--- config.mk ---
export PLATFORM = sky130hd
export DESIGN_NAME = fanController
export DESIGN_NICKNAME = d
export VERILOG_FILES = /design/src/design/fanPkg.sv /design/src/design/fanTimebase.sv /design/src/design/fanDebounce.sv /design/src/design/fanChannel.sv /design/src/design/fanRegisters.sv /design/src/design/fanController.sv
export SDC_FILE = /design/constraint.sdc
export NUM_CORES = 1
export LEC_CHECK = 0
export BUFFER_PORTS_ARGS = -buffer_cell sky130_fd_sc_hd__buf_2
export CAP_MARGIN = 20
export CORE_MARGIN = 2
export CORE_UTILIZATION = 50
export CTS_BUF_LIST = sky130_fd_sc_hd__clkbuf_8 sky130_fd_sc_hd__clkbuf_16
export CTS_CLUSTER_DIAMETER = 60
export CTS_CLUSTER_SIZE = 28
export DETAILED_ROUTE_END_ITERATION = 8
export GPL_TIMING_DRIVEN = 0
export PLACE_DENSITY = 0.71
export SYNTH_ARGS = -nofsm -noshare
export SYNTH_HDL_FRONTEND = slang
export SYNTH_HIERARCHICAL = 1
export SYNTH_SLANG_ARGS = --single-unit
--- constraint.sdc ---
create_clock -name clock -period 5.55 [get_ports clock]
set_clock_uncertainty 0.15 [all_clocks]
set_input_delay 0.8325 -clock clock [delete_from_list [all_inputs] [get_ports clock]]
set_output_delay 0.8325 -clock clock [all_outputs]
set_load 0.02 [all_outputs]
--- src/design/fanPkg.sv ---
// fan controller package with register map constants and the shared register word layout
package fanPkg;

  // block identification code in the top half of register 0
  localparam logic [15:0] fanCsrId = 16'h00f5;

  // register address width with room for up to 255 fans after the id word
  localparam int CsrAddrWidth = 8;

  // the phase counter runs 0..99 and a duty of 100 is full on
  localparam int DutyMax = 100;
  localparam int PwmSteps = 100;

  // phase step rate in Hz for a 25 kHz PWM of 100 steps
  localparam int PrescaleRate = 2_500_000;

  // width of one tach pulse count
  localparam int PulseCountWidth = 10;

  // one register word seen either as the id word or as a fan word
  typedef union packed {
    struct packed {
      logic [15:0] csrId;
      logic [7:0]  reserved;
      logic [7:0]  fanCount;
    } idView;
    struct packed {
      logic [5:0]                 reservedHigh;
      logic [PulseCountWidth-1:0] pulsesPerWindow;
      logic [8:0]                 reservedLow;
      logic [6:0]                 dutyCycle;
    } fanView;
  } fanCsrWord_u;

endpackage

--- src/design/fanTimebase.sv ---
// shared fan timebase with clock prescaler, PWM phase counter and tach window marker
`timescale 1ns/1ps

module fanTimebase #(
  parameter int ClockHz = 100_000_000,
  parameter int TachWindowPeriods =
    ClockHz / (fanPkg::PwmSteps * (ClockHz / fanPkg::PrescaleRate))
) (
  input  logic       clock,
  input  logic       rstN,
  output logic [6:0] phaseCount,
  output logic       windowPulse
);

  localparam int PrescaleDivider = ClockHz / fanPkg::PrescaleRate;
  // one extra bit keeps the width legal for a divider of 1
  localparam int PrescaleWidth = $clog2(PrescaleDivider) + 1;
  localparam int WindowWidth = $clog2(TachWindowPeriods + 1);

  logic [PrescaleWidth-1:0] prescaleCount;
  logic                     prescalePulse;
  logic                     phaseWrap;
  logic [WindowWidth-1:0]   windowCount;
  logic                     windowLast;

  assign prescalePulse = (prescaleCount == PrescaleWidth'(PrescaleDivider - 1));
  assign phaseWrap = prescalePulse && (phaseCount == 7'(fanPkg::PwmSteps - 1));
  assign windowLast = (windowCount == WindowWidth'(TachWindowPeriods - 1));

  always_ff @(posedge clock) begin
    if (!rstN) begin
      prescaleCount <= '0;
      phaseCount <= '0;
      windowCount <= '0;
      windowPulse <= 1'b0;
    end else begin
      // divide down to the phase step rate
      if (prescalePulse) begin
        prescaleCount <= '0;
      end else begin
        prescaleCount <= prescaleCount + 1'b1;
      end

      // phase steps 0..99 with one PWM period per wrap
      if (phaseWrap) begin
        phaseCount <= '0;
      end else if (prescalePulse) begin
        phaseCount <= phaseCount + 7'd1;
      end

      // count whole PWM periods to mark each measurement window
      windowPulse <= phaseWrap && windowLast;
      if (phaseWrap) begin
        windowCount <= windowLast ? '0 : windowCount + 1'b1;
      end
    end
  end

endmodule

--- src/design/fanDebounce.sv ---
// tach input synchronizer and stable-level debouncer for one fan
`timescale 1ns/1ps

module fanDebounce #(
  parameter int SyncCycles = 3,
  parameter int DebounceCycles = 5
) (
  input  logic clock,
  input  logic rstN,
  input  logic rawIn,
  output logic cleanOut
);

  localparam int StableWidth = $clog2(DebounceCycles + 1);

  logic [SyncCycles-1:0]  syncChain;
  logic                   syncOut;
  logic [StableWidth-1:0] stableCount;

  assign syncOut = syncChain[SyncCycles-1];

  always_ff @(posedge clock) begin
    if (!rstN) begin
      syncChain <= '0;
      stableCount <= '0;
      cleanOut <= 1'b0;
    end else begin
      // shift the asynchronous input through the flop chain
      syncChain <= {syncChain[SyncCycles-2:0], rawIn};

      // a new level must hold for DebounceCycles before it is taken
      if (syncOut == cleanOut) begin
        stableCount <= '0;
      end else if (stableCount == StableWidth'(DebounceCycles - 1)) begin
        stableCount <= '0;
        cleanOut <= syncOut;
      end else begin
        stableCount <= stableCount + 1'b1;
      end
    end
  end

endmodule

--- src/design/fanChannel.sv ---
// one fan channel with PWM output, tach edge detection and per-window pulse count
`timescale 1ns/1ps

module fanChannel #(
  parameter int SyncCycles = 3,
  parameter int DebounceCycles = 5
) (
  input  logic       clock,
  input  logic       rstN,
  input  logic [6:0] dutyCycle,
  input  logic [6:0] phaseCount,
  input  logic       windowPulse,
  input  logic       fanSense,
  output logic       fanPwm,
  output logic [fanPkg::PulseCountWidth-1:0] pulsesLastWindow
);

  logic                               senseClean;
  logic                               senseCleanQ;
  logic                               senseRise;
  logic [fanPkg::PulseCountWidth-1:0] pulsesThisWindow;

  fanDebounce #(
    .SyncCycles(SyncCycles),
    .DebounceCycles(DebounceCycles)
  ) fanDebounce_inst (
    .clock(clock),
    .rstN(rstN),
    .rawIn(fanSense),
    .cleanOut(senseClean)
  );

  assign senseRise = senseClean && !senseCleanQ;

  always_ff @(posedge clock) begin
    if (!rstN) begin
      // fans run flat out while the controller is in reset
      fanPwm <= 1'b1;
      senseCleanQ <= 1'b0;
      pulsesThisWindow <= '0;
      pulsesLastWindow <= '0;
    end else begin
      // any duty of 100 or more is above every phase
      fanPwm <= (dutyCycle > phaseCount);
      senseCleanQ <= senseClean;
      if (windowPulse) begin
        // an edge on the boundary cycle belongs to the next window
        pulsesLastWindow <= pulsesThisWindow;
        pulsesThisWindow <= {{(fanPkg::PulseCountWidth-1){1'b0}}, senseRise};
      end else if (senseRise) begin
        pulsesThisWindow <= pulsesThisWindow + 1'b1;
      end
    end
  end

endmodule

--- src/design/fanRegisters.sv ---
// fan register file with duty registers, id word and a registered read mux over tach counts
`timescale 1ns/1ps

module fanRegisters #(
  parameter int FanCount = 1,
  parameter int FanDefaultDuty = 50
) (
  input  logic                                           clock,
  input  logic                                           rstN,
  input  logic                                           csrWrite,
  input  logic                                           csrRead,
  input  logic [fanPkg::CsrAddrWidth-1:0]                csrAddress,
  input  logic [31:0]                                    csrWriteData,
  input  logic [FanCount-1:0][fanPkg::PulseCountWidth-1:0] pulsesLastWindow,
  output logic [FanCount-1:0][6:0]                       dutyCycles,
  output fanPkg::fanCsrWord_u                            csrReadData,
  output logic                                           csrReadValid
);

  fanPkg::fanCsrWord_u writeWord;
  fanPkg::fanCsrWord_u readWord;

  assign writeWord = csrWriteData;

  // duty registers where only the duty field of a fan word is writable
  always_ff @(posedge clock) begin
    if (!rstN) begin
      for (int i = 0; i < FanCount; i++) begin
        dutyCycles[i] <= 7'(FanDefaultDuty);
      end
    end else if (csrWrite) begin
      for (int i = 0; i < FanCount; i++) begin
        if (csrAddress == fanPkg::CsrAddrWidth'(i + 1)) begin
          dutyCycles[i] <= writeWord.fanView.dutyCycle;
        end
      end
    end
  end

  // read decode where unmapped bits and addresses read as zero
  always_comb begin
    readWord = '0;
    if (csrAddress == '0) begin
      readWord.idView.csrId = fanPkg::fanCsrId;
      readWord.idView.fanCount = 8'(FanCount);
    end else begin
      for (int i = 0; i < FanCount; i++) begin
        if (csrAddress == fanPkg::CsrAddrWidth'(i + 1)) begin
          readWord.fanView.dutyCycle = dutyCycles[i];
          readWord.fanView.pulsesPerWindow = pulsesLastWindow[i];
        end
      end
    end
  end

  // response lands one cycle after the read strobe
  always_ff @(posedge clock) begin
    if (!rstN) begin
      csrReadValid <= 1'b0;
    end else begin
      csrReadValid <= csrRead;
    end
  end

  always_ff @(posedge clock) begin
    if (csrRead) begin
      csrReadData <= readWord;
    end
  end

endmodule

--- src/design/fanController.sv ---
// multi-fan controller top with a shared timebase, register file and one channel per fan
`timescale 1ns/1ps

module fanController #(
  parameter int ClockHz = 100_000_000,
  parameter int FanCount = 1,
  parameter int FanDefaultDuty = 50,
  parameter int DebounceCycles = 5,
  parameter int SyncCycles = 3,
  parameter int TachWindowPeriods =
    ClockHz / (fanPkg::PwmSteps * (ClockHz / fanPkg::PrescaleRate))
) (
  input  logic                            clock,
  input  logic                            rstN,
  input  logic                            csrWrite,
  input  logic                            csrRead,
  input  logic [fanPkg::CsrAddrWidth-1:0] csrAddress,
  input  logic [31:0]                     csrWriteData,
  output fanPkg::fanCsrWord_u             csrReadData,
  output logic                            csrReadValid,
  input  logic [FanCount-1:0]             fanSense,
  output logic [FanCount-1:0]             fanPwm
);

  logic [6:0]                                       phaseCount;
  logic                                             windowPulse;
  logic [FanCount-1:0][6:0]                         dutyCycles;
  logic [FanCount-1:0][fanPkg::PulseCountWidth-1:0] pulsesLastWindow;

  fanTimebase #(
    .ClockHz(ClockHz),
    .TachWindowPeriods(TachWindowPeriods)
  ) fanTimebase_inst (
    .clock(clock),
    .rstN(rstN),
    .phaseCount(phaseCount),
    .windowPulse(windowPulse)
  );

  fanRegisters #(
    .FanCount(FanCount),
    .FanDefaultDuty(FanDefaultDuty)
  ) fanRegisters_inst (
    .clock(clock),
    .rstN(rstN),
    .csrWrite(csrWrite),
    .csrRead(csrRead),
    .csrAddress(csrAddress),
    .csrWriteData(csrWriteData),
    .pulsesLastWindow(pulsesLastWindow),
    .dutyCycles(dutyCycles),
    .csrReadData(csrReadData),
    .csrReadValid(csrReadValid)
  );

  // one channel per fan on the same phase and window
  for (genvar i = 0; i < FanCount; i++) begin : genChannel
    fanChannel #(
      .SyncCycles(SyncCycles),
      .DebounceCycles(DebounceCycles)
    ) fanChannel_inst (
      .clock(clock),
      .rstN(rstN),
      .dutyCycle(dutyCycles[i]),
      .phaseCount(phaseCount),
      .windowPulse(windowPulse),
      .fanSense(fanSense[i]),
      .fanPwm(fanPwm[i]),
      .pulsesLastWindow(pulsesLastWindow[i])
    );
  end

endmodule

==> results.yml <==
drt:
  dr.pass1.iters: 4
  drt_iter0_drc: 125
  vias: 2939
  ant_nets: 0
  wl_mm: 7.270
  routedWlPerCell_um: 12.73
  vias_per_cell: 5.147
  drc_errors: 0
global_routing:
  gr-total-overflow: 0
  grt_use_met3_pct: 5.318
  use_met2_pct: 30.04
  grt_pass1_vias: 2799
  grt_busiest_layer: "met2"
  globalRouteMet1Util_pct: 23.08
  grt_util_all_layers_pct: 18.16
  antenna_found_initial: 0
  grt_max_degree: 24
  grt_pass1_wl_mm: 12.68
clocking:
  cts.sinks: 84
  cts-root-buf: "clkbuf_8"
  ctsResizeCount: 0
  clock_latency_ps: 350
  cts_tree: "built"
  cts_max_level: 3
  ctsHoldBuffers: 0
  clkSlewWorstSetupHoldPaths_ps: 80
  post-cts-setup-buffer-count: 0
  cts_buffers: 9
  cts.path.max_buffers: 2
floorplanning:
  die_h_um: 93.32
  core_area_um2: 7727
  die_x_um: 93.32
  die_area_um2: 8708
  io_pins: 79
  start_util_pct: 51.62
  num_rows: 32
synth:
  netlist_top_cells_area: "dfxtp_1 (34%), edfxtp_1 (13%), mux2i_1 (4.5%), a21oi_1 (4.1%), ha_1 (4.1%)"
  synth-edff-count: 17
  synth_top_flop_cell: "dfxtp_1"
  yosys.cell_count.top_type: "dfxtp_1"
  ys_top_cells_by_count: "dfxtp_1 (67), a21oi_1 (33), nand2_1 (31), inv_1 (24)"
  yosysSeqAreaShare_pct: 46.42
  syn_area_per_cell_um2: 9.922
  synth_cell_types: 56
  synth_seq_cells: 84
  synth_area_leader_cell: "dfxtp_1"
  netlist.area_leader.share_pct: 33.63
  postSynthCellCount: 402
  yosys_warnings: 6
  ys_async_sr_fraction_pct: 0
  mappedNetlistArea_um2: 3989
setup_path:
  cp.required_ps: 5630
  cp_slowest_cell: "dfxtp_1"
  crit_top_cell: "clkbuf_1"
  crit_buf_inv: 2
  worstSetupEndpointType: "flip-flop"
  critPathMaxStageDelay_ps: 380
  cp_max_fo: 10
  cp_data_arrival_time_ps: 2310
  rrSetupSlack_ps: 3320
  critical_path.top_delay_family: "buffers and inverters"
  cp_cell_sequence: "ha_1, and2_0, clkbuf_1, nand4_4, clkbuf_1, o31ai_1, a21oi_1"
  cp-start-kind: "flip-flop"
  crit_type: "flip-flop to flip-flop"
timing:
  worst_pin_slew_ps: 524.1
  fmax_mhz: 448.0
  slew_headroom_pct: 64.79
  hold_violations: 0
  maxSlewViolCount: 0
  rsz0062_at_grt: "false"
  fin_setup_tns_ps: 0
  fin_crit_ps: 2232
  period_share_pct: 40.21
  final-setup-viol-count: 0
job:
  maxCapViolCount: 0
power_and_ir_drop:
  p_leak_nw: 1.715
  ir_drop_v: 0.0001129
  power_mw: 1.135
  power.density_nw_per_um2: 249.2
placed_design:
  io_buffer_count: 37
  place_area_um2: 4354
  gp_congestion: 0.7900
  hpwl_mm: 5.193
final_layout:
  drive_gt1_share_pct: 21.54
  layout.nets: 522
  multi_input_area_um2: 1914
  area_growth_syn_to_layout_pct: 14.15
  ff_latch_area_um2: 1852
  stdcell_area_um2: 4553
  nFillCells: 676
  n_antenna_cell: 0
hold_path:
  worstHoldPathType: "flip-flop to flip-flop"
run_status:
  status: "complete, no violations"
path summary, 6_finish.rpt:
check	start	endpoint	depth (start not counted)
max	fanTimebase_inst/prescaleCount[0]	fanTimebase_inst/windowCount[11]	7
min	flip-flop	flip-flop	1
max reg2reg	fanTimebase_inst/prescaleCount[0]	fanTimebase_inst/windowCount[11]	7
min reg2reg	flip-flop	flip-flop	1
routing by layer:
metal / up-vias / routed length [um]
met4: 0 / 61
met3: 6 / 337
met5: - / 0
met2: 58 / 3360
met1: 1342 / 3510
li1: 1533 / -
layout by cell type, fill, tap and decap left out, types with 3 or more instances in the layout:
cell         n
dfxtp_1     67
buf_2       40
a21oi_1     33
nand2_1     31
inv_1       24
nor2b_1     18
mux2i_1     18
edfxtp_1    17
nor2_1      16
buf_4       15
conb_1      15
or4_1       13
ha_1        13
nand3_1     12
o31ai_1     11
clkbuf_8     9
and3_2       9
and2_1       9
nand4_1      9
xnor2_1      8
o21ai_0      7
nor3_1       5
clkbuf_1     5
xor2_1       5
or3_1        5
and3_1       4
nand2b_1     4
clkinvlp_4   3
buf_6        3
and4_1       3
nand3b_1     3
power by group:
group	switching (mW)	leakage (nW)	internal (mW)
Combinational	0.0398	0.906	0.0261
Sequential	0.00428	0.717	0.629
Clock	0.225	0.0923	0.210
sequential cells by signal (all words and copies together) (netlist names):
signal,cells
fanTimebase_inst/windowCount,15
genChannel.fanChannel_inst/senseCleanQ,1
genChannel.fanChannel_inst/fanDebounce_inst/syncChain,3
fanTimebase_inst/prescaleCount,7
fanRegisters_inst/csrReadData,17
fanTimebase_inst/phaseCount,7
genChannel.fanChannel_inst/pulsesLastWindow,10
genChannel.fanChannel_inst/fanPwm,1
genChannel.fanChannel_inst/fanDebounce_inst/cleanOut,1
genChannel.fanChannel_inst/fanDebounce_inst/stableCount,3
genChannel.fanChannel_inst/pulsesThisWindow,10
fanTimebase_inst/windowPulse,1
fanRegisters_inst/dutyCycles,7
fanRegisters_inst/csrReadValid,1
logic make-up (layout without fill, tap and decap cells):
group / after synthesis / after routing / share of synthesized area, %
simple gates: 159 / 159 / 25.19
mux: 19 / 19 / 4.799
other cells: 1 / 15 / 0.09401
compound gates: 62 / 62 / 9.661
flops: 84 / 84 / 46.42
xor+xnor: 13 / 13 / 2.854
buf+inv: 51 / 104 / 6.901
fa+ha+maj: 13 / 13 / 4.078
per-stage QoR:
stage	utilization, %	instances	hold slack [ps]	worst slack [ps]
floorplan	-	416	261.8	3577
global placement	56.35	555	273.0	3404
detailed placement	56.35	555	280.2	3368
CTS	58.92	571	303.7	3340
global route	58.92	571	335.0	3157
finish	58.92	571	298.5	3318
area by class of cell:
class | instances | share of cell area (%)
multi-input combinational | 281 | 42.04
sequential | 84 | 40.67
timing repair buffer | 37 | 4.067
buffer | 27 | 4.067
tap | 102 | 2.803
clock buffer | 9 | 2.721
inverter | 24 | 1.979
clock inverter | 7 | 1.649
No activity file was read; power rests on OpenSTA's default activity.
